## config.mk

```make
export PLATFORM = sky130hd
export DESIGN_NAME = sync_fifo
export DESIGN_NICKNAME = d
export VERILOG_FILES = /design/src/hdl/sync_fifo.sv
export SDC_FILE = /design/constraint.sdc
export NUM_CORES = 1
export LEC_CHECK = 0
export ABC_AREA = 0
export BUFFER_PORTS_ARGS = -buffer_cell sky130_fd_sc_hd__buf_2
export CAP_MARGIN = 20
export CORE_ASPECT_RATIO = 0.6
export CORE_UTILIZATION = 50
export DETAILED_ROUTE_END_ITERATION = 8
export PLACE_DENSITY_LB_ADDON = 0.15
export SYNTH_ARGS = -nofsm -noshare
export SYNTH_HDL_FRONTEND = slang
export SYNTH_SLANG_ARGS = --single-unit
```

## constraint.sdc

```tcl
create_clock -name clk -period 2.4 [get_ports clk]
set_input_delay 0.12 -clock clk [delete_from_list [all_inputs] [get_ports clk]]
set_output_delay 0.12 -clock clk [all_outputs]
set_load 0.1 [all_outputs]
```

## src/hdl/sync_fifo.sv

```systemverilog
`timescale 1ns/1ps

module sync_fifo #(
  parameter type payload_t = logic [7:0],
  parameter int  DEPTH     = 4
) (
  input  logic     clk,
  input  logic     rst_n,
  input  logic     push_i,
  input  payload_t data_i,
  output logic     full_o,
  input  logic     pop_i,
  output payload_t data_o,
  output logic     empty_o
);

  payload_t                   mem [DEPTH];
  logic [$clog2(DEPTH)-1:0]   wr_ptr;
  logic [$clog2(DEPTH)-1:0]   rd_ptr;
  logic [$clog2(DEPTH+1)-1:0] count;
  logic                       do_push;
  logic                       do_pop;

  assign do_push = push_i && !full_o;
  assign do_pop  = pop_i && !empty_o;

  assign full_o  = (int'(count) == DEPTH);
  assign empty_o = (count == '0);

  // Head of the queue is visible without a pop
  assign data_o = mem[rd_ptr];

  always_ff @(posedge clk) begin
    if (do_push) begin
      mem[wr_ptr] <= data_i;
    end
  end

  always_ff @(posedge clk or negedge rst_n) begin
    if (!rst_n) begin
      wr_ptr <= '0;
      rd_ptr <= '0;
      count  <= '0;
    end else begin
      if (do_push) begin
        wr_ptr <= (int'(wr_ptr) == DEPTH - 1) ? '0 : wr_ptr + 1'b1;
      end
      if (do_pop) begin
        rd_ptr <= (int'(rd_ptr) == DEPTH - 1) ? '0 : rd_ptr + 1'b1;
      end
      if (do_push && !do_pop) begin
        count <= count + 1'b1;
      end else if (do_pop && !do_push) begin
        count <= count - 1'b1;
      end
    end
  end

  a_no_overflow: assert property (@(posedge clk) disable iff (!rst_n) push_i |-> !full_o);
  a_no_underflow: assert property (@(posedge clk) disable iff (!rst_n) pop_i |-> !empty_o);

endmodule

```

==> flow_metrics.py <==
metrics = {
    "synthesis": {
        "synth_cell_types": 19,
        "netlist_area_um2": 1620,
        "yosysWarningCount": 0,
        "synth_xor_area_frac": 0.0162,
        "synth_edf_count": 32,
        "syn_avg_cell_area_um2": 20.5,
        "ys_async_sr_fraction": 0.179,
        "syn_nets": 98,
        "syn_inst": 79,
        "synth-compound-area-share": 0,
        "synth_mux_area_frac": 0.151,
        "seq_area_frac_synth": 0.701,
        "synth_top_family_by_area": "multiplexers",
        "ys_ff_latch": 39,
        "ys.flop_type": "edfxtp_1",
        "synth-simple-area-share": 0.0541,
        "synth_fa_ha_area_frac": 0.0587,
    },
    "cts": {
        "cts_num_sinks": 39,
        "clockBufferDepth": 2,
        "insertion_delay_ns": 0.29,
        "cts_made_buffers": 5,
        "clk_pin_slew_ns": 0.08,
        "tritoncts": "done",
        "h-tree-depth": 2,
        "cts_root_buffer": "clkbuf_8",
    },
    "routing": {
        "vias": 776,
        "maxUsedRoutingLayer": "met4",
        "vias_per_cell": 5.24,
        "wl_per_cell_um": 17.6,
        "drt_iter0_drc": 29,
        "dr.pass1.iters": 4,
        "wirelength_mm": 2.60,
        "wl_met2_mm": 1.21,
        "met3WireLength_um": 100,
        "drc": 0,
        "drtAntennaViolNets": 0,
        "drt-met1-wl_mm": 1.24,
    },
    "cells_and_area": {
        "stdcell_area_um2": 1930,
        "antenna_cells": 0,
        "final_core_util": 0.649,
        "area_growth_pct": 18.8,
        "finalNonFillerCells": 148,
        "drive_above_1_share": 0.491,
        "fin_nets": 124,
    },
    "placed_design": {
        "dp_cells": 139,
        "io_buffers": 21,
        "hpwlAfterDp_mm": 1.81,
        "dpl_cell_area_um2": 1780,
        "gp_congestion": 0.691,
    },
    "grt": {
        "grt.overflow.total": 0,
        "grt_pass1_vias": 805,
        "grt_pass1_wl_mm": 4.02,
        "grt_antenna_before_repair": 0,
        "track_usage": 0.181,
        "grt_max_degree": 13,
    },
    "setup_path": {
        "crit_path_max_incr_delay_ns": 0.43,
        "critical_path.slowest_cell": "dfrtp_1",
        "r2r_end": "count[2]",
        "critPathKind": "reg -> reg",
        "cp_max_fo": 7,
        "cp-end-kind": "register",
        "r2r_cells": 8,
        "critPathArrivalTime_ns": 2.32,
        "r2r_slack_ns": 0.29,
        "cp.required_ns": 2.61,
        "r2r-start": "count[2]",
        "path_cells": "nor3b_4 -> nor2b_2 -> ha_4 -> inv_2 -> fa_1 -> xor2_1 -> nor2_1 -> xor2_1",
        "crit_path_frequent_cell": "xor2_1",
        "startpoint_type": "register",
    },
    "timing": {
        "min_period_over_period": 0.879,
        "max_freq_mhz": 474,
        "finalHoldWorstSlack_ns": 0.0466,
        "finalClockSkew_ns": 0.00661,
        "setup_violations": 0,
        "tightest_slew_ns": 0.603,
        "relSlewSlack": 0.598,
        "rsz0062_at_grt": "no",
        "min_period_ns": 2.11,
        "slew_viol_final": 0,
        "finalHoldViolCount": 0,
    },
    "die": {
        "die_area_um2": 3480,
        "die_w_um": 75.5,
        "die_h_um": 46.1,
        "rows": 15,
        "start_util": 0.546,
        "pin_count": 22,
        "core_um2": 2970,
    },
    "status": {
        "status": "complete, no violations",
    },
    "worst_hold_path": {
        "hold_class": "in -> reg",
        "hp-start": "data_i[7]",
        "hold_path_depth": 1,
        "holdPathEnd": "mem[3][7]",
    },
    "run": {
        "maxCapViolations": 0,
    },
}
-- logic make-up after synthesis --
kind of cell / Yosys count
DFF: 39
muxes: 13
and+or+nand+nor: 11
adders and majority gates: 7
buffers and inverters: 6
xor gates and xnor gates: 3
-- synth_stat cells (2+ instances only) --
| master | n | area [um2] |
|---|---|---|
| edfxtp_1 | 32 | 961 |
| mux4_2 | 8 | 180 |
| dfrtp_1 | 7 | 175 |
| ha_1 | 6 | 75.1 |
| and2_2 | 4 | 30.0 |
| inv_1 | 3 | 11.3 |
| mux2_2 | 3 | 33.8 |
| nor2_1 | 3 | 11.3 |
| mux2_4 | 2 | 30.0 |
| xor2_1 | 2 | 17.5 |
-- metrics by stage --
step | setup TNS [ns] | setup slack (ns)
after floorplan | -0.344 | -0.181
after global placement | 0 | 0.425
after detailed placement | 0 | 0.310
after CTS | 0 | 0.287
after global routing | 0 | 0.201
final | 0 | 0.290
-- worst max-delay path by stage --
| stage | slack, ns | startpoint | cells past startpoint | endpoint |
|---|---|---|---|---|
| final | 0.29 | count[2] | 8 | count[2] |
| after CTS | 0.29 | count[2] | 8 | count[2] |
| after global routing | 0.20 | count[2] | 8 | count[2] |
| after detailed placement | 0.31 | count[2] | 8 | count[2] |
| after floorplan | -0.18 | count[0] | 8 | count[2] |
| after global placement | 0.42 | count[2] | 8 | count[2] |
-- layout make-up --
class | instances | area [um2]
multi-input cells | 34 | 477
clock buffers | 6 | 72.6
repair buffers | 22 | 115
fillers | 223 | 1040
clock inverters | 2 | 60.1
flip-flops and latches | 39 | 1140
well taps | 42 | 52.6
inverters | 3 | 11.3
-- critical path: cells and delay by family, from the launching register on --
kind | cells | cell delay, ns
and+or+nand+nor | 3 | 0.66
adders and majority gates | 2 | 0.58
DFF | 1 | 0.43
xor gates and xnor gates | 2 | 0.33
buffers and inverters | 1 | 0.04
-- sequential cells by signal, summed over array words and instances, names as in the netlist --
| register | cells |
|---|---|
| count | 3 |
| wr_ptr | 2 |
| mem | 32 |
| rd_ptr | 2 |
-- placed cells by master (no fill, tap or decap) --
cell | netlist | routed
mux2_2 | 3 | 3
and2_2 | 4 | 4
nand2b_4 | 1 | 1
edfxtp_1 | 32 | 32
dfrtp_1 | 7 | 6
inv_2 | 0 | 1
mux4_2 | 8 | 8
xnor2_1 | 1 | 1
ha_1 | 6 | 5
bufinv_16 | 0 | 2
inv_1 | 3 | 2
fa_1 | 1 | 1
dfrtp_2 | 0 | 1
nor2_1 | 3 | 3
buf_2 | 1 | 21
nor3b_4 | 1 | 1
nor3_4 | 0 | 1
ha_4 | 0 | 1
clkbuf_8 | 0 | 5
mux2_4 | 2 | 2
nor2b_2 | 1 | 1
xor2_1 | 2 | 2
dlygate4sd3_1 | 0 | 1
clkbuf_1 | 0 | 1
-- routing by layer --
layer	vias up	global-route usage
met4	0	0.0889
met1	402	0.243
met3	7	0.0591
met5	-	0
met2	15	0.271
li1	352	-
-- what timing repair did --
item	in CTS	in global routing
endpoints found under the hold margin	7	0
buffers inserted	0	0
hold buffers	1	0
gates resized for setup	0	0
Power is left out: the tool's default activity adds up to more than one toggle a clock period on the data nets, which glitch-free logic cannot reach.
