==> config.mk <==
export PLATFORM = sky130hd
export DESIGN_NAME = param_store
export DESIGN_NICKNAME = d
export VERILOG_FILES = /design/src/hdl/gat_pkg.sv /design/src/hdl/param_store.sv
export SDC_FILE = /design/constraint.sdc
export NUM_CORES = 1
export LEC_CHECK = 0
export ABC_AREA = 1
export BUFFER_PORTS_ARGS = -buffer_cell sky130_fd_sc_hd__buf_2
export CAP_MARGIN = 15
export CORE_UTILIZATION = 25
export CTS_BUF_LIST = sky130_fd_sc_hd__clkbuf_4 sky130_fd_sc_hd__clkbuf_8
export DETAILED_ROUTE_END_ITERATION = 10
export SYNTH_ARGS = -nofsm -noshare
export SYNTH_HDL_FRONTEND = slang
export SYNTH_SLANG_ARGS = --single-unit
==> constraint.sdc <==
create_clock -name clk -period 1.34 [get_ports clk]
set_clock_uncertainty 0.05 [all_clocks]
set_input_delay 0.134 -clock clk [delete_from_list [all_inputs] [get_ports clk]]
set_output_delay 0.134 -clock clk [all_outputs]
set_load 0.005 [all_outputs]
==> src/hdl/gat_pkg.sv <==
package gat_pkg;

  // Subgraph and feature sizes
  localparam int MAX_NODES    = 4;
  localparam int NUM_FEAT_IN  = 4;
  localparam int NUM_FEAT_OUT = 4;
  localparam int DATA_W       = 8;

  // Parameter memory, W row major (row = input feature), then a1 and a2
  localparam int PARAM_DEPTH  = 24;
  localparam int PARAM_ADDR_W = 5;
  localparam int A1_BASE      = 16;
  localparam int A2_BASE      = 20;

  // LeakyReLU slope of 1/8 on negative scores
  localparam int LEAKY_SHIFT  = 3;

  localparam int NODE_CNT_W     = 3;
  localparam int NODE_IDX_W     = 2;
  localparam int FEAT_IN_IDX_W  = $clog2(NUM_FEAT_IN);
  localparam int FEAT_OUT_IDX_W = $clog2(NUM_FEAT_OUT);

  // Exact widths
  // WH is a sum of 4 products of 8x8 bits
  localparam int WH_W    = 18;
  // a1.WH_0 + a2.WH_j, each a sum of 4 products of 8x18 bits
  localparam int SCORE_W = 29;
  // Sum of up to 4 products of 29x18 bits
  localparam int FEAT_W  = 49;

  typedef logic signed [DATA_W-1:0]  data_t;
  typedef logic signed [WH_W-1:0]    wh_t;
  typedef logic signed [SCORE_W-1:0] score_t;
  typedef logic signed [FEAT_W-1:0]  feat_t;

  // One subgraph worth of entries each
  localparam int COEF_FIFO_DEPTH = 4;
  localparam int OUT_FIFO_DEPTH  = 4;

endpackage

==> src/hdl/param_store.sv <==
`timescale 1ns/1ps

module param_store (
  input  logic                             clk,
  input  logic                             rst_n,
  input  logic                             param_we_i,
  input  logic [gat_pkg::PARAM_ADDR_W-1:0] param_addr_i,
  input  gat_pkg::data_t                   param_data_i,
  output gat_pkg::data_t                   w_o [gat_pkg::NUM_FEAT_IN][gat_pkg::NUM_FEAT_OUT],
  output gat_pkg::data_t                   a1_o [gat_pkg::NUM_FEAT_OUT],
  output gat_pkg::data_t                   a2_o [gat_pkg::NUM_FEAT_OUT]
);

  gat_pkg::data_t regs [gat_pkg::PARAM_DEPTH];

  always_ff @(posedge clk or negedge rst_n) begin
    if (!rst_n) begin
      for (int i = 0; i < gat_pkg::PARAM_DEPTH; i++) begin
        regs[i] <= '0;
      end
    end else if (param_we_i && (param_addr_i < gat_pkg::PARAM_DEPTH)) begin
      regs[param_addr_i] <= param_data_i;
    end
  end

  // Present W as a matrix and a as two halves
  always_comb begin
    for (int i = 0; i < gat_pkg::NUM_FEAT_IN; i++) begin
      for (int f = 0; f < gat_pkg::NUM_FEAT_OUT; f++) begin
        w_o[i][f] = regs[i * gat_pkg::NUM_FEAT_OUT + f];
      end
    end
    for (int f = 0; f < gat_pkg::NUM_FEAT_OUT; f++) begin
      a1_o[f] = regs[gat_pkg::A1_BASE + f];
      a2_o[f] = regs[gat_pkg::A2_BASE + f];
    end
  end

  a_addr_range: assert property (
    @(posedge clk) disable iff (!rst_n)
    param_we_i |-> (param_addr_i < gat_pkg::PARAM_DEPTH)
  );

endmodule

==> results.toml <==
[power]
comb_power_share_pct = 18.7
power.leakage_uw = 0.005805
power.density_mw_per_mm2 = 1402
p_clk_share_pct = 29.4
swShare_pct = 30.19
irDropWorstVdd_uv = 548.1
power_switching_uw = 4279
power_frac_seq_pct = 52.0
cell_internal_pwr_uw = 9894

[sta]
final_hold_viol_count = 0
holdWs_ns = 0.06491
worstMarginPinSlew_ns = 0.7876
max_freq_mhz = 806.8
slew_viol_final = 0
period_minus_slack_ns = 1.239
slew_headroom_pct = 47.49
setup_viol = 0
finalCritPeriodShare_pct = 92.50
rsz0062_at_grt = "false"
worst_slack_ns = 0.1006

[die]
die_w_um = 176.8
dieArea_mm2 = 0.03126
die_h_um = 176.8
initial_core_util_pct = 25.57
rows = 63
core_mm2 = 0.02987
io-pin-count = 208

[yosys]
yosys.area.top_type_share_pct = 62.89
seq_area_frac_synth_pct = 62.89
post-synth-top-area-cell = "dfrtp_1"
synth_cells = 869
synth_cell_types = 9
yosysWarnings = 0
synth_area_per_cell_um2 = 8.792
ys_ff_latch = 192
syn-num-nets = 885
syn_area_mm2 = 0.007640
synthTopCellsByArea = "dfrtp_1 (63%), nand2_1 (20%), nand3_1 (13%), clkbuf_1 (1.9%), buf_2 (0.98%)"

[clocking]
cts_resized = 0
cts.hold.buffers_added = 3
cts-buffers-inserted = 17
cts_tree = "yes"
clk_pin_slew_ns = 0.11
htreeDepth = 4
cts_sinks = 192
clk_latency_ns = 0.47
post_cts_buffers = 0
root_buffer = "clkbuf_8"
cts_buffer_depth = 2

[outcome]
status = "finished, final reports clean"

[global_routing]
grt_pass1_vias = 6520
antenna_found_initial = 3
overflow = 0
grt_usage_pct = 16.88
grt_pass1_wl_um = 39630
grt_start_max_net_pins = 59

[route]
ant_nets = 0
routedWlPerCell_um = 17.06
vias = 6938
viasPerCell = 4.589
drtIter0Drc = 574
totalWireLength_um = 25790
first_pass_iters = 5
drc = 0

[worst_setup_path]
arrival_ns = 1.06
critPathLaunchType = "flip-flop"
cp-end-kind = "output port"
crit_family = "flip-flops"
path_cells = "buf_2"
crit_type = "flip-flop to output port"
crit_buf_inv = 1
cpPeakStageDelay_ns = 0.43
worst-path-max-fanout = 2
crit_path_top_delay_cell = "dfrtp_1"
worstPathRequired_ns = 1.16

[placed_design]
pre_cts_slack_ns = -0.2174
place.port_buffers = 207
hpwl_um = 16870
place_congestion = 0.7772

[min_path]
hold_path_class = "primary input to flip-flop"

[finish]
final_common_cell = "nand2_1"
layout-drive-gt1-share_pct = 27.95
num-nets-final = 1124
area_growth_pct = 32.28
mostFrequentLayoutCells = "nand2_1 (415), buf_2 (206), nand3_1 (192), dfrtp_1 (192), buf_4 (49)"
fillCellCount = 3093

[run]
drv_cap = 0
-- power by group through the flow --
stage          registers [µW]  logic, µW  clock network, µW
2_1_floorplan            7460        917                  0
5_1_grt                  7480       3020               4510
3_5_place_dp             7470       2690                  0
4_1_cts                  7370       2700               4300
3_3_place_gp             7470       2640                  0
6_report                 7370       2650               4160
-- cell usage after synthesis --
| library cell | instances |
|---|---|
| clkbuf_1 | 39 |
| nand3_1 | 192 |
| nand2_2 | 1 |
| inv_1 | 5 |
| nor3_2 | 2 |
| buf_2 | 15 |
| nand2_1 | 415 |
| dfrtp_1 | 192 |
| nor2_2 | 8 |
-- layer usage --
metal	GRT usage [%]	share of wire (%)	vias up
li1	-	-	3274
met1	23.55	46	3421
met2	25.87	46	220
met3	4.210	6.4	21
met4	4.526	1.2	2
met5	0	0.050	-
-- path summary, 6_finish.rpt --
| kind | startpoint | endpoint | slack (ns) | cells after the start |
|---|---|---|---|---|
| max in group asynchronous | rst_n | w_o[26] | 0.13 | 3 |
| setup / recovery | w_o[4] | w_o[4] | 0.10 | 1 |
| setup reg to reg | w_o[31] | w_o[31] | 0.63 | 2 |
| hold / removal | param_data_i[3] | a1_o[11] | 0.06 | 4 |
| hold reg to reg | w_o[80] | w_o[80] | 0.42 | 2 |
| min in group asynchronous | rst_n | w_o[20] | 0.19 | 3 |
-- layout make-up --
| class | count | area, µm² | area share [%] |
|---|---|---|---|
| Inverter | 5 | 18.77 | 0.1857 |
| Sequential cell | 192 | 4805 | 47.54 |
| Multi-Input combinational cell | 618 | 2628 | 26.00 |
| Antenna cell | 2 | 5.005 | 0.04952 |
| Timing Repair Buffer | 274 | 1743 | 17.25 |
| Clock buffer | 19 | 261.5 | 2.588 |
| Clock inverter | 12 | 157.7 | 1.560 |
| Tap cell | 390 | 488.0 | 4.829 |
-- state kept, by name (all words and copies together), names as in the netlist --
signal	cells
w_o	128
a1_o	32
a2_o	32
-- cells by family (layout without fill, tap and decap cells) --
family	after synthesis	after routing	synth area share, %
buf+inv	59	310	3.144
flops	192	192	62.89
simple gates	618	618	33.97
other cells	0	2	0
-- metrics by stage --
stage                     instances  TNS, ns  utilization (%)  cell area (µm²)  power [µW]
after floorplan                 869        0                -             7640        8374
final                          1512        0            33.83            10110       14170
after detailed placement       1476   -14.44            32.31             9652       10160
after global placement         1476   -13.19            32.31             9652       10110
after CTS                      1510        0            33.81            10100       14370
after global routing           1510        0            33.81            10100       15010
(Power assumes the default switching activity.)
