## src/hdl/gat_pkg.sv

```systemverilog
package gat_pkg;

  // Subgraph and feature sizes
  localparam int MAX_NODES    = 4;
  localparam int NUM_FEAT_IN  = 4;
  localparam int NUM_FEAT_OUT = 4;
  localparam int DATA_W       = 8;

  // Parameter memory, W row major (row = input feature), then a1 and a2
  localparam int PARAM_DEPTH  = 24;
  localparam int PARAM_ADDR_W = 5;
  localparam int A1_BASE      = 16;
  localparam int A2_BASE      = 20;

  // LeakyReLU slope of 1/8 on negative scores
  localparam int LEAKY_SHIFT  = 3;

  localparam int NODE_CNT_W     = 3;
  localparam int NODE_IDX_W     = 2;
  localparam int FEAT_IN_IDX_W  = $clog2(NUM_FEAT_IN);
  localparam int FEAT_OUT_IDX_W = $clog2(NUM_FEAT_OUT);

  // Exact widths
  // WH is a sum of 4 products of 8x8 bits
  localparam int WH_W    = 18;
  // a1.WH_0 + a2.WH_j, each a sum of 4 products of 8x18 bits
  localparam int SCORE_W = 29;
  // Sum of up to 4 products of 29x18 bits
  localparam int FEAT_W  = 49;

  typedef logic signed [DATA_W-1:0]  data_t;
  typedef logic signed [WH_W-1:0]    wh_t;
  typedef logic signed [SCORE_W-1:0] score_t;
  typedef logic signed [FEAT_W-1:0]  feat_t;

  // One subgraph worth of entries each
  localparam int COEF_FIFO_DEPTH = 4;
  localparam int OUT_FIFO_DEPTH  = 4;

endpackage

```

## src/hdl/attn_coef.sv

```systemverilog
`timescale 1ns/1ps

module attn_coef (
  input  logic                           clk,
  input  logic                           rst_n,
  input  logic                           wh_vld_i,
  input  logic [gat_pkg::NODE_CNT_W-1:0] node_cnt_i,
  input  gat_pkg::data_t                 a1_i [gat_pkg::NUM_FEAT_OUT],
  input  gat_pkg::data_t                 a2_i [gat_pkg::NUM_FEAT_OUT],
  output logic [gat_pkg::NODE_IDX_W-1:0] rd_idx_o,
  input  gat_pkg::wh_t                   rd_row_i [gat_pkg::NUM_FEAT_OUT],
  output logic                           coef_push_o,
  output gat_pkg::score_t                coef_data_o,
  input  logic                           coef_full_i
);

  logic                           running;
  logic                           done_r;
  logic                           start;
  logic                           last_idx;
  logic [gat_pkg::NODE_IDX_W-1:0] idx;
  gat_pkg::score_t                s0;
  gat_pkg::score_t                s0_calc;
  gat_pkg::score_t                s_cur;

  assign start    = wh_vld_i && !running && !done_r;
  assign last_idx = (int'(idx) == int'(node_cnt_i) - 1);

  // Row 0 is on the read port while idle, so s0 comes from there
  assign rd_idx_o = running ? idx : '0;

  always_comb begin
    s0_calc = '0;
    s_cur   = s0;
    for (int f = 0; f < gat_pkg::NUM_FEAT_OUT; f++) begin
      s0_calc = s0_calc + gat_pkg::score_t'(a1_i[f]) * gat_pkg::score_t'(rd_row_i[f]);
      s_cur   = s_cur + gat_pkg::score_t'(a2_i[f]) * gat_pkg::score_t'(rd_row_i[f]);
    end
  end

  // LeakyReLU, arithmetic shift floors odd negatives
  assign coef_data_o = (s_cur < 0) ? (s_cur >>> gat_pkg::LEAKY_SHIFT) : s_cur;
  assign coef_push_o = running && !coef_full_i;

  always_ff @(posedge clk) begin
    if (start) begin
      s0 <= s0_calc;
    end
  end

  always_ff @(posedge clk or negedge rst_n) begin
    if (!rst_n) begin
      running <= 1'b0;
      done_r  <= 1'b0;
      idx     <= '0;
    end else begin
      if (start) begin
        running <= 1'b1;
        idx     <= '0;
      end else if (coef_push_o) begin
        if (last_idx) begin
          running <= 1'b0;
          done_r  <= 1'b1;
        end else begin
          idx <= idx + 1'b1;
        end
      end
      // Rearm once the buffer is handed back
      if (done_r && !wh_vld_i) begin
        done_r <= 1'b0;
      end
    end
  end

endmodule

```

## config.mk

```make
export PLATFORM = sky130hd
export DESIGN_NAME = attn_coef
export DESIGN_NICKNAME = d
export VERILOG_FILES = /design/src/hdl/gat_pkg.sv /design/src/hdl/attn_coef.sv
export SDC_FILE = /design/constraint.sdc
export NUM_CORES = 2
export LEC_CHECK = 0
export ABC_AREA = 1
export BUFFER_PORTS_ARGS = -buffer_cell sky130_fd_sc_hd__buf_2
export CAP_MARGIN = 5
export CORE_MARGIN = 8
export CORE_UTILIZATION = 70
export DETAILED_ROUTE_END_ITERATION = 8
export MAX_ROUTING_LAYER = met4
export PLACE_DENSITY_LB_ADDON = 0.2
export SLEW_MARGIN = 20
export SYNTH_ARGS = -nofsm -noshare
export SYNTH_HDL_FRONTEND = slang
export SYNTH_SLANG_ARGS = --single-unit
```

## constraint.sdc

```tcl
create_clock -name clk -period 18.6 [get_ports clk]
set_input_delay 0 -clock clk [delete_from_list [all_inputs] [get_ports clk]]
set_output_delay 0 -clock clk [all_outputs]
set_load 0.02 [all_outputs]
```

==> impl_metrics.ini <==
[setup_path]
cpPeakStageDelay_ps = 580
critPathMaxFanout = 18
critPathLaunchType = input port
arrival_ps = 7510
cpMaxStageDelayCell = nand2_1
worstSetupEndpointType = output pin
crit_type = input port to output pin
critPathRequiredTime_ps = 18600
reg2reg_slack_ps = 17090

[placed_design]
place_hpwl_um = 103000
io_buffers = 174
gp_congestion = 0.981

[sta]
rsz0062_at_grt = no
fin_skew_ps = 11.3
slew_headroom_pct = 51.9
drv_slew = 0
period_needed_ps = 7510
worst_pin_slew_ps = 720
finalSetupViolCount = 0
fin_tns_setup_ps = 0
fmax_ghz = 0.133
finalHoldViolCount = 0
finalCritPeriodShare_pct = 40.4

[cells_and_area]
syn2layout_area_growth_pct = 2.94
drive_gt1_share_pct = 4.67
nNetsFinal = 7077

[global_route]
grtUsageMet3_pct = 6.59
grt_pass1_wl_um = 200000
grt_max_degree = 31
track_usage_pct = 36.1
grt-busiest-layer = met2
grt_pass1_vias = 38000
met2_usage_pct = 55.9
antenna_found_initial = 3
use_met1_pct = 45.9
grt-ovfl-total = 0

[yosys]
yosysMostFrequentCell = inv_1
yosysTopAreaCell = fa_1
yosysTopAreaCellShare_pct = 57.0
async_flop_share_pct = 12.1
synth.net_count = 7100
synth-edff-count = 29
synth-seq-area-share_pct = 2.15
synth_warnings = 0
syn_area_mm2 = 0.0452
netlist_top_cells_area = fa_1, inv_1, nand2_1
ys.flop_type = edfxtp_1
synth-seq-cells = 33
netlist_instances = 5420
avgSynthCellArea_um2 = 8.35
synth_cell_types = 42
yosys-top-cells-count = inv_1, fa_1, nand2_1

[floorplanning]
io_pins = 175
initial_core_util_pct = 70.4
std_cell_rows = 93
die_height_um = 270
fp.dieArea_mm2 = 0.0730
fp.dieW_um = 270
core_area_mm2 = 0.0642

[routing]
drt-wirelength-per-cell_um = 19.2
via_per_inst = 5.39
vias = 33700
drc_errors = 0
detail-route-antenna-nets = 0
first_pass_iters = 6
drtIter0Drc = 2800
drt-total-wl_um = 120000

[cts]
clkTransAtPathRegs_ps = 70
root_buffer = clkbuf_16
clk_latency_ps = 310
clkSinkCount = 33
cts_tree = built
ctsResizeCount = 0
holdBufCountCts = 2
postCtsSetupRepairBufs = 0
numCtsBuffers = 5
cts.path.max_buffers = 2
htreeDepth = 2

[run_status]
status = finished clean

[worst_hold_path]
hold_class = input port to asynchronous set/reset pin

[job]
maxCapViolCount = 0
==> per-stage QoR <==
step	hold slack, ps	instances	setup slack (ps)	utilization, %	area (µm²)
global placement	-192	6243	11120	72.2	46400
floorplan	-296	5420	11980	-	45200
detailed placement	-192	6243	11180	72.2	46400
finish	19.3	6256	11090	72.5	46600
global route	49.4	6256	10590	72.5	46600
CTS	21.1	6253	11170	72.5	46600
==> flip-flops by register name, summed over array words and instances, names as in the netlist <==
| register | count |
|---|---|
| done_r | 1 |
| idx | 2 |
| running | 1 |
| s0 | 29 |
==> logic make-up (layout without fill, tap and decap cells) <==
family                     count (synthesis)  count (layout)  share of synthesized area, %
xor gates and xnor gates                  52              52                          1.01
AOI/OAI and AO/OA                        118             118                          1.47
and+or+nand+nor                         1579            1579                          14.0
buffers and inverters                   2101            2079                          17.5
other                                      0               3                             0
adders and majority gates               1537            1537                          63.9
DFF                                       33              33                          2.15
==> area by class of cell <==
cell class / count / area, µm²
well taps: 855 / 1070
multi-input cells: 3286 / 36400
clock inverters: 2 / 33.8
diodes: 3 / 7.51
flip-flops and latches: 33 / 971
fillers: 4993 / 17700
clock buffers: 6 / 129
repair buffers: 178 / 906
inverters: 1893 / 7110
==> worst paths after layout <==
path                              from               to  cells past startpoint
max                            a2_i[0]  coef_data_o[22]                     29
min in group clk           coef_full_i           done_r                      4
min reg2reg                     done_r           done_r                      2
max reg2reg                    running            s0[0]                      2
max in group asynchronous        rst_n           done_r                      2
min                              rst_n           idx[1]                      2
==> layer usage <==
layer  share of wire, %  vias to the layer above
li1                   -                    14700
met1                 37                    16800
met2                 46                     1828
met3                 10                      341
met4                6.7                        0
met5                  0                        -
==> critical path, delay by kind of cell <==
kind | cells | cell delay [ps]
fa+ha+maj | 9 | 4370
simple gates | 10 | 2120
buf+inv | 10 | 980
==> placed cells by master, fill, tap and decap left out, types with 2 or more instances in the layout <==
cell	n
a21o_1	7
a21oi_1	55
a21oi_2	2
a31oi_1	5
buf_2	174
buf_4	2
clkbuf_16	5
dfrtp_1	4
diode_2	3
dlygate4sd3_1	2
edfxtp_1	29
fa_1	1289
ha_1	248
inv_1	1890
inv_2	3
nand2_1	1269
nand2_2	7
nand2_4	2
nand3_1	99
nand3_2	2
nand3_4	2
nand4_1	16
nor2_1	117
nor3_1	10
nor3_2	2
o211ai_1	2
o21a_1	3
o21ai_0	32
o21bai_1	8
or2_2	47
xnor2_1	13
xor2_1	39
Power is left out: the tool's default activity adds up to more than one toggle a clock period on the data nets, which glitch-free logic cannot reach.
