<file path="src/hdl/gat_pkg.sv">
package gat_pkg;

  // Subgraph and feature sizes
  localparam int MAX_NODES    = 4;
  localparam int NUM_FEAT_IN  = 4;
  localparam int NUM_FEAT_OUT = 4;
  localparam int DATA_W       = 8;

  // Parameter memory, W row major (row = input feature), then a1 and a2
  localparam int PARAM_DEPTH  = 24;
  localparam int PARAM_ADDR_W = 5;
  localparam int A1_BASE      = 16;
  localparam int A2_BASE      = 20;

  // LeakyReLU slope of 1/8 on negative scores
  localparam int LEAKY_SHIFT  = 3;

  localparam int NODE_CNT_W     = 3;
  localparam int NODE_IDX_W     = 2;
  localparam int FEAT_IN_IDX_W  = $clog2(NUM_FEAT_IN);
  localparam int FEAT_OUT_IDX_W = $clog2(NUM_FEAT_OUT);

  // Exact widths
  // WH is a sum of 4 products of 8x8 bits
  localparam int WH_W    = 18;
  // a1.WH_0 + a2.WH_j, each a sum of 4 products of 8x18 bits
  localparam int SCORE_W = 29;
  // Sum of up to 4 products of 29x18 bits
  localparam int FEAT_W  = 49;

  typedef logic signed [DATA_W-1:0]  data_t;
  typedef logic signed [WH_W-1:0]    wh_t;
  typedef logic signed [SCORE_W-1:0] score_t;
  typedef logic signed [FEAT_W-1:0]  feat_t;

  // One subgraph worth of entries each
  localparam int COEF_FIFO_DEPTH = 4;
  localparam int OUT_FIFO_DEPTH  = 4;

endpackage

</file>
<file path="src/hdl/wh_transform.sv">
`timescale 1ns/1ps

module wh_transform (
  input  logic                           clk,
  input  logic                           rst_n,
  input  logic                           in_req_i,
  input  gat_pkg::data_t                 in_data_i,
  output logic                           in_ack_o,
  input  gat_pkg::data_t                 w_i [gat_pkg::NUM_FEAT_IN][gat_pkg::NUM_FEAT_OUT],
  output logic                           wh_vld_o,
  output logic [gat_pkg::NODE_CNT_W-1:0] node_cnt_o,
  input  logic                           wh_release_i,
  input  logic [gat_pkg::NODE_IDX_W-1:0] coef_rd_idx_i,
  output gat_pkg::wh_t                   coef_rd_row_o [gat_pkg::NUM_FEAT_OUT],
  input  logic [gat_pkg::NODE_IDX_W-1:0] aggr_rd_idx_i,
  output gat_pkg::wh_t                   aggr_rd_row_o [gat_pkg::NUM_FEAT_OUT]
);

  gat_pkg::wh_t wh_buf [gat_pkg::MAX_NODES][gat_pkg::NUM_FEAT_OUT];
  gat_pkg::wh_t acc [gat_pkg::NUM_FEAT_OUT];
  gat_pkg::wh_t acc_next [gat_pkg::NUM_FEAT_OUT];

  logic                              feat_phase;
  logic [gat_pkg::NODE_IDX_W-1:0]    node_idx;
  logic [gat_pkg::FEAT_IN_IDX_W-1:0] feat_idx;
  logic                              last_row;
  logic                              take;
  logic                              take_cnt;
  logic                              take_feat;
  logic                              row_done;

  // A node count waits until the buffer has been released
  assign take      = in_req_i && !in_ack_o && (feat_phase || !wh_vld_o);
  assign take_cnt  = take && !feat_phase;
  assign take_feat = take && feat_phase;
  assign row_done  = take_feat && (int'(feat_idx) == gat_pkg::NUM_FEAT_IN - 1);

  // Feature times its W row, added to the running row sum
  always_comb begin
    for (int f = 0; f < gat_pkg::NUM_FEAT_OUT; f++) begin
      acc_next[f] = in_data_i * w_i[feat_idx][f];
      if (feat_idx != '0) begin
        acc_next[f] = acc_next[f] + acc[f];
      end
    end
  end

  always_ff @(posedge clk) begin
    if (take_feat) begin
      for (int f = 0; f < gat_pkg::NUM_FEAT_OUT; f++) begin
        acc[f] <= acc_next[f];
        if (row_done) begin
          wh_buf[node_idx][f] <= acc_next[f];
        end
      end
    end
  end

  always_ff @(posedge clk or negedge rst_n) begin
    if (!rst_n) begin
      in_ack_o   <= 1'b0;
      feat_phase <= 1'b0;
      node_idx   <= '0;
      feat_idx   <= '0;
      node_cnt_o <= '0;
      last_row   <= 1'b0;
      wh_vld_o   <= 1'b0;
    end else begin
      last_row <= 1'b0;
      if (take) begin
        in_ack_o <= 1'b1;
      end else if (!in_req_i) begin
        in_ack_o <= 1'b0;
      end
      if (take_cnt) begin
        node_cnt_o <= in_data_i[gat_pkg::NODE_CNT_W-1:0];
        node_idx   <= '0;
        feat_idx   <= '0;
        feat_phase <= 1'b1;
      end
      if (take_feat) begin
        feat_idx <= feat_idx + 1'b1;
        if (row_done) begin
          feat_idx <= '0;
          node_idx <= node_idx + 1'b1;
          if (int'(node_idx) == int'(node_cnt_o) - 1) begin
            feat_phase <= 1'b0;
            last_row   <= 1'b1;
          end
        end
      end
      if (last_row) begin
        wh_vld_o <= 1'b1;
      end else if (wh_release_i) begin
        wh_vld_o <= 1'b0;
      end
    end
  end

  assign coef_rd_row_o = wh_buf[coef_rd_idx_i];
  assign aggr_rd_row_o = wh_buf[aggr_rd_idx_i];

  a_req_until_ack: assert property (
    @(posedge clk) disable iff (!rst_n) $fell(in_req_i) |-> in_ack_o
  );
  a_cnt_range: assert property (
    @(posedge clk) disable iff (!rst_n)
    take_cnt |-> (in_data_i >= 1 && in_data_i <= gat_pkg::MAX_NODES)
  );

endmodule

</file>
<file path="config.mk">
export PLATFORM = sky130hd
export DESIGN_NAME = wh_transform
export DESIGN_NICKNAME = d
export VERILOG_FILES = /design/src/hdl/gat_pkg.sv /design/src/hdl/wh_transform.sv
export SDC_FILE = /design/constraint.sdc
export NUM_CORES = 1
export LEC_CHECK = 0
export BUFFER_PORTS_ARGS = -buffer_cell sky130_fd_sc_hd__buf_2
export CORE_MARGIN = 3
export CORE_UTILIZATION = 60
export CTS_CLUSTER_SIZE = 10
export DETAILED_ROUTE_END_ITERATION = 10
export PLACE_DENSITY = 0.81
export SYNTH_ARGS = -nofsm -noshare
export SYNTH_HDL_FRONTEND = slang
export SYNTH_SLANG_ARGS = --single-unit
</file>
<file path="constraint.sdc">
create_clock -name clk -period 8.1 [get_ports clk]
set_input_delay 0.405 -clock clk [delete_from_list [all_inputs] [get_ports clk]]
set_output_delay 0.405 -clock clk [all_outputs]
set_load 0.05 [all_outputs]
</file>
==> summary.md, run 1 <==
| Metric | Value |
|---|---|
| Final period util | 92.6% |
| Slew at the pin closest to its max-slew limit | 1.21 ns |
| Avg Inst Size Synth | 12.6 um2 |
| Clk_skew | 0.0440 ns |
| Yosys warnings | 0 |
| Crit path max fanout | 13 |
| Worst Path Required | 8.46 ns |
| Most common cell on crit path | inv_1 |
| # DRC | 0 |
| Async SR Flop Fraction | 2.96% |
| Setup-failing EPs final | 0 |
| Area grow syn2layout | 11.4% |
| # fillers | 3,385 |
| Num CTS Buffers | 43 |
| Clock root buffer | clkbuf_16 |
| Slowest stage delay, CP | 0.63 ns |
| Min Tclk post-route | 7.50 ns |
| Total track usage | 28.7% |
| Initial antenna violation count | 8 |
| HP Start | in_req_i |
| Mapped Nets | 2,876 |
| Setup TNS | 0 ns |
| Post-synth top flop | edfxtp_1 |
| Status | complete, no violations |
| Synth Cell Area | 29,100 um2 |
| CP startpoint | feat_idx[0]$_DFFE_PN0P_ |
| Largest net degree at the start of global routing | 74 |
| Share of layout cells above drive strength 1 | 22.4% |
| Crit. End Element | flop |
| Via density | 6.08 |
| Initial Utilization | 60.8% |
| Sequential element share of the synthesized area | 38.1% |
| Critical path type | flop to flop |
| Die area | 51,200 um2 |
| RSZ-0062 raised after global routing | no |
| Critical Path Start Type | flop |
| Slew HR | 19.5% |
| Fmax | 0.133 GHz |
| DRT Pass-1 Iters | 5 |
| Htree depth | 2 |
| Commonest cells after routing, fill and taps aside | edfxtp_1, inv_1, buf_2 |
| First-pass GRT wire length | 113,000 um |
| Commonest non-fill, non-tap cell in the layout | edfxtp_1 |
| Row count | 80 |
| Core Footprint | 47,800 um2 |
| Starting DRC count in detailed routing | 1,487 |
| Flop and latch count out of synthesis | 371 |
| FF-to-FF Start | feat_idx[0]$_DFFE_PN0P_ |
| Final net count | 3,152 |
| Final hold vios | 0 |
| IO Pins | 293 |
| DIE WIDTH | 226 um |
| Number of global-route vias before repair | 20,700 |
| Via count | 19,600 |
| Post-Synthesis Cells | 2,317 |
| Routed len/inst | 22.2 um |
| GP Congestion | 0.932 |
| Drt total wl | 71,600 um |
| CTS tree | yes |
| Synth cell types | 64 |
| GRT overflow | 0 |
| Clock tree buffer depth | 3 |
| Final Max Tran Viols | 0 |
| Max cap viols | 0 |
| Clock Sinks | 371 |
| Post-detail-place hpwl | 52,800 um |
| Slowest CP cell | mux4_2 |
| HP Class | input pin to flop |
| Worst skew pair latency | 0.59 ns |
| CP arrival | 7.87 ns |
| Post-synth EDFFs | 360 |
| Die Ht | 226 um |
| Detail Route Antenna Nets | 0 |
| Clk slew on worst S/H paths | 0.06 ns |
| IO buf count | 292 |
metrics by stage:
| step | area, um2 | hold slack [ns] | setup slack (ns) | util, % | cells |
|---|---|---|---|---|---|
| 2_1_floorplan | 29100 | 0.109 | 1.03 | - | 2317 |
| 3_3_place_gp | 31200 | 0.286 | 0.836 | 65.1 | 3162 |
| 3_5_place_dp | 31200 | 0.290 | 0.595 | 65.1 | 3162 |
| 4_1_cts | 32400 | 0.0636 | 0.519 | 67.6 | 3221 |
| 5_1_grt | 32400 | 0.0633 | 0.0231 | 67.7 | 3226 |
| 6_report | 32400 | 0.0813 | 0.597 | 67.7 | 3227 |
worst max-delay path: cells and delay by family (launching register included):
family | cells | cell delay (ns)
and+or+nand+nor | 4 | 0.53
buffers and inverters | 6 | 0.58
adders and majority gates | 6 | 2.70
DFF | 1 | 0.58
xor gates and xnor gates | 3 | 0.71
AOI/OAI and AO/OA | 6 | 1.54
muxes | 1 | 0.63
cells by family after synthesis:
family	synth area share [%]
simple gates	8.53
xor+xnor	3.79
compound gates	5.95
flops	38.1
fa+ha+maj	23.6
mux	14.4
buf+inv	5.58
sequential cells by signal (all words and copies together), names as in the netlist:
| signal | cells |
|---|---|
| acc | 72 |
| last_row | 1 |
| in_ack_o | 1 |
| feat_idx | 2 |
| feat_phase | 1 |
| wh_buf | 288 |
| wh_vld_o | 1 |
| node_cnt_o | 3 |
| node_idx | 2 |
worst paths after layout:
path / end / slack [ns] / depth (start not counted)
worst min register to register: wh_vld_o$_DFFE_PN0P_ / 0.43 / 1
worst max-delay path: acc[3][17]$_DFFE_PP_ / 0.60 / 26
worst min-delay path: in_ack_o$_DFFE_PN0P_ / 0.08 / 2
max in group asynchronous: feat_idx[0]$_DFFE_PN0P_ / 7.63 / 2
worst max register to register: acc[3][17]$_DFFE_PP_ / 0.60 / 26
min in group asynchronous: node_idx[1]$_DFF_PN0_ / 0.24 / 2
repair_timing:
item | in CTS | in global routing
endpoints found under the hold margin | 11 | 0
setup endpoints to repair | 0 | 10
setup buffers | 0 | 0
resized for setup | 0 | 3
hold buffers | 1 | 0
layer usage:
metal	vias up	track usage [%]	wire length, um
met1	9953	38.2	28600
met3	141	5.25	5250
li1	8675	-	-
met4	4	10.4	2500
met2	834	47.7	35300
met5	-	0	21
final cells by class:
class	count	area (um2)	share of cell area (%)
diodes	6	15.0	0.0464
clock buffers	54	1130	3.48
clock inverters	4	60.1	0.185
inverters	352	1320	4.08
multi-input cells	1516	16400	50.7
flip-flops and latches	371	11100	34.2
well taps	615	769	2.38
repair buffers	309	1600	4.93
cells in the mapped netlist, types with 4 or more instances:
cell type    n  area, um2
or3_1        7       43.8
nor3_1      25        125
inv_1      350       1310
dfrtp_1     11        275
nand2b_1     6       37.5
buf_1       19       71.3
o21bai_1    15        113
o21a_1       9       67.6
o21ai_1      4       20.0
nand2_1    135        507
xnor2_1     81        709
mux4_2     172       3870
and3_1       7       43.8
a31oi_1     11       68.8
mux2_2      21        236
fa_1       224       4480
o211ai_1     5       37.5
a21oi_1     82        410
mux2i_1      8       80.1
edfxtp_1   360      10800
nor2b_1      6       37.5
a211oi_1    14        105
clkbuf_1    55        206
nor2_1      90        338
xor2_1      43        377
a21o_1      28        210
nand3_1     23        115
or2_2       12       75.1
and2_1     170       1060
o21ai_0     82        410
ha_1       191       2390
Power of run 1 is left out: the tool's default activity adds up to more than one toggle a clock period on the data nets, which glitch-free logic cannot reach.
==> inputs of run 2 (changes only) <==
Settings changed: PLACE_DENSITY 0.81 to 0.87.
==> run 2 against run 1 <==
Net effect: non-clock buffer count fell by 2; first-iteration DRC count rose by 26%; hold slack got worse by 0.016 ns; wire length rose by 1.2%; sequential cell count did not move; clock skew fell by 0.021 ns; setup slack improved by 0.036 ns; register-to-register slack improved by 0.04 ns; largest cell class unchanged.
==> summary.md, run 2 (same netlist as run 1, synthesis figures left out) <==
| Metric | Value |
|---|---|
| Status | complete, no violations (unchanged) |
| Final net count | 3,151 (was 3,152) |
| Commonest non-fill, non-tap cell in the layout | edfxtp_1 (unchanged) |
| Fmax | 0.134 GHz (was 0.133 GHz) |
| Share of layout cells above drive strength 1 | 22.4% (about the same) |
| Max cap viols | 0 (unchanged) |
| Clk slew on worst S/H paths | 0.06 ns (about the same) |
| GP Congestion | 0.934 (was 0.932) |
| Detail Route Antenna Nets | 0 (unchanged) |
| Placed Cells | 3,160 (was 3,162) |
| Area grow syn2layout | 11.5% (was 11.4%) |
| Worst skew pair latency | 0.58 ns (was 0.59 ns) |
| # DRC | 0 (unchanged) |
| Htree depth | 2 (unchanged) |
| CTS tree | yes (unchanged) |
| Final Core Density | 67.8% (was 67.7%) |
| Via density | 6.17 (was 6.08) |
| DIE WIDTH | 226 um (unchanged) |
| First-pass GRT wire length | 116,000 um (was 113,000 um) |
| Die Ht | 226 um (unchanged) |
| Final period util | 92.2% (was 92.6%) |
| Biggest register | wh_buf (unchanged) |
| HP Class | input pin to flop (unchanged) |
| Die area | 51,200 um2 (unchanged) |
| Starting DRC count in detailed routing | 1,871 (was 1,487) |
| RSZ-0062 raised after global routing | no (unchanged) |
| Setup TNS | 0 ns (unchanged) |
| Clock tree buffer depth | 3 (unchanged) |
| Critical Path Start Type | flop (unchanged) |
| Max reg flops | 288 (unchanged) |
| # fillers | 3,275 (was 3,385) |
| Routed len/inst | 22.5 um (was 22.2 um) |
| CP arrival | 7.74 ns (was 7.87 ns) |
| Post-Layout Cell Count | 3,222 (was 3,227) |
| Slew HR | 18.0% (was 19.5%) |
| Via count | 19,900 (was 19,600) |
| Final Max Tran Viols | 0 (unchanged) |
| Clk_skew | 0.0226 ns (was 0.0440 ns) |
| Final hold vios | 0 (unchanged) |
| IO buf count | 292 (unchanged) |
| Regs by FF count | wh_buf (288), acc (72), node_cnt_o (3) (unchanged) |
| IO Pins | 293 (unchanged) |
| Crit path max fanout | 24 (was 13) |
| DRT Pass-1 Iters | 6 (was 5) |
| Initial antenna violation count | 8 (unchanged) |
| Number of global-route vias before repair | 21,700 (was 20,700) |
| Final hold slack | 0.0649 ns (was 0.0813 ns) |
| Setup-failing EPs final | 0 (unchanged) |
| Crit. End Element | flop (unchanged) |
| Worst Path Required | 8.37 ns (was 8.46 ns) |
| Core Footprint | 47,800 um2 (unchanged) |
| Min Tclk post-route | 7.47 ns (was 7.50 ns) |
| Initial Utilization | 60.8% (unchanged) |
| Drt total wl | 72,500 um (was 71,600 um) |
| Slew at the pin closest to its max-slew limit | 1.22 ns (was 1.21 ns) |
| GRT overflow | 0 (unchanged) |
| Row count | 80 (unchanged) |
| Clock root buffer | clkbuf_16 (unchanged) |
| Largest net degree at the start of global routing | 74 (unchanged) |
| Post-detail-place hpwl | 53,000 um (was 52,800 um) |
| Clock Sinks | 371 (unchanged) |
| Critical path type | flop to flop (unchanged) |
| Num CTS Buffers | 44 (was 43) |
| Commonest cells after routing, fill and taps aside | edfxtp_1, inv_1, buf_2 (unchanged) |
| Total track usage | 29.3% (was 28.7%) |
## run 2: changes by cell type in the layout (fill, tap and decap cells not counted), moves of 2 or more
cell	delta
clkbuf_1	-10
clkinv_1	+4
bufinv_16	+2
buf_4	-3
## run 2: worst max-delay path, cell delays in order (launching register included)
cell and delay [ns]:
dfrtp_2 0.53, buf_12 0.26, mux4_2 0.62, and2_1 0.22, fa_1 0.54, inv_1 0.06
fa_1 0.51, inv_1 0.06, fa_1 0.53, inv_1 0.05, fa_1 0.48, inv_1 0.04
ha_1 0.31, a21oi_1 0.23, o21bai_1 0.09, a21oi_1 0.23, xnor2_1 0.18, ha_1 0.34
nand2_1 0.10, nor2_1 0.05, a211oi_1 0.27, o221ai_1 0.21, a211oi_1 0.49, xor2_1 0.13
o21ai_0 0.62
## run 2: cell type report
cell class / count / area [um2] / share of cell area, %
clock inverter: 10 / 125 / 0.386
clock buffer: 44 / 1100 / 3.40
inverter: 352 / 1320 / 4.07
timing repair buffer: 307 / 1590 / 4.92
tap: 615 / 769 / 2.37
sequential: 371 / 11100 / 34.2
antenna: 7 / 17.5 / 0.0540
multi-input combinational: 1516 / 16400 / 50.6
## run 2: metal layers
layer / vias to the layer above / track usage, % / part of all wire, % / wire [um]
li1: 8679 / - / - / -
met1: 10000 / 37.5 / 38 / 27600
met2: 953 / 50.1 / 50 / 36400
met3: 198 / 5.17 / 7.4 / 5370
met4: 4 / 11.7 / 4.3 / 3090
met5: - / 0 / 0.029 / 21
## run 2: timing repair
action / CTS / global route
setup buffers: 0 / 0
hold endpoints to repair: 11 / 0
resized for setup: 0 / 2
hold buffers: 1 / 0
endpoints found under the setup margin: 0 / 5
## run 2: per-stage QoR
step | setup slack [ns] | area (um2)
after floorplan | 1.03 | 29100
after global placement | 0.987 | 31200
after detailed placement | 0.584 | 31200
after CTS | 0.574 | 32400
after global routing | 0.209 | 32400
final | 0.633 | 32400
## run 2: path summary, 6_finish.rpt
path	cells after the start	start	to	slack (ns)
setup / recovery	24	feat_idx[0]$_DFFE_PN0P_	wh_buf[3][33]$_DFFE_PP_	0.63
min in group asynchronous	2	rst_n	node_cnt_o[1]$_DFFE_PN0P_	0.24
hold reg to reg	1	last_row$_DFF_PN0_	wh_vld_o$_DFFE_PN0P_	0.45
hold / removal	2	in_req_i	in_ack_o$_DFFE_PN0P_	0.06
setup reg to reg	24	feat_idx[0]$_DFFE_PN0P_	wh_buf[3][33]$_DFFE_PP_	0.63
max in group asynchronous	2	rst_n	feat_idx[0]$_DFFE_PN0P_	7.61
Power of run 2 is left out for the same reason.
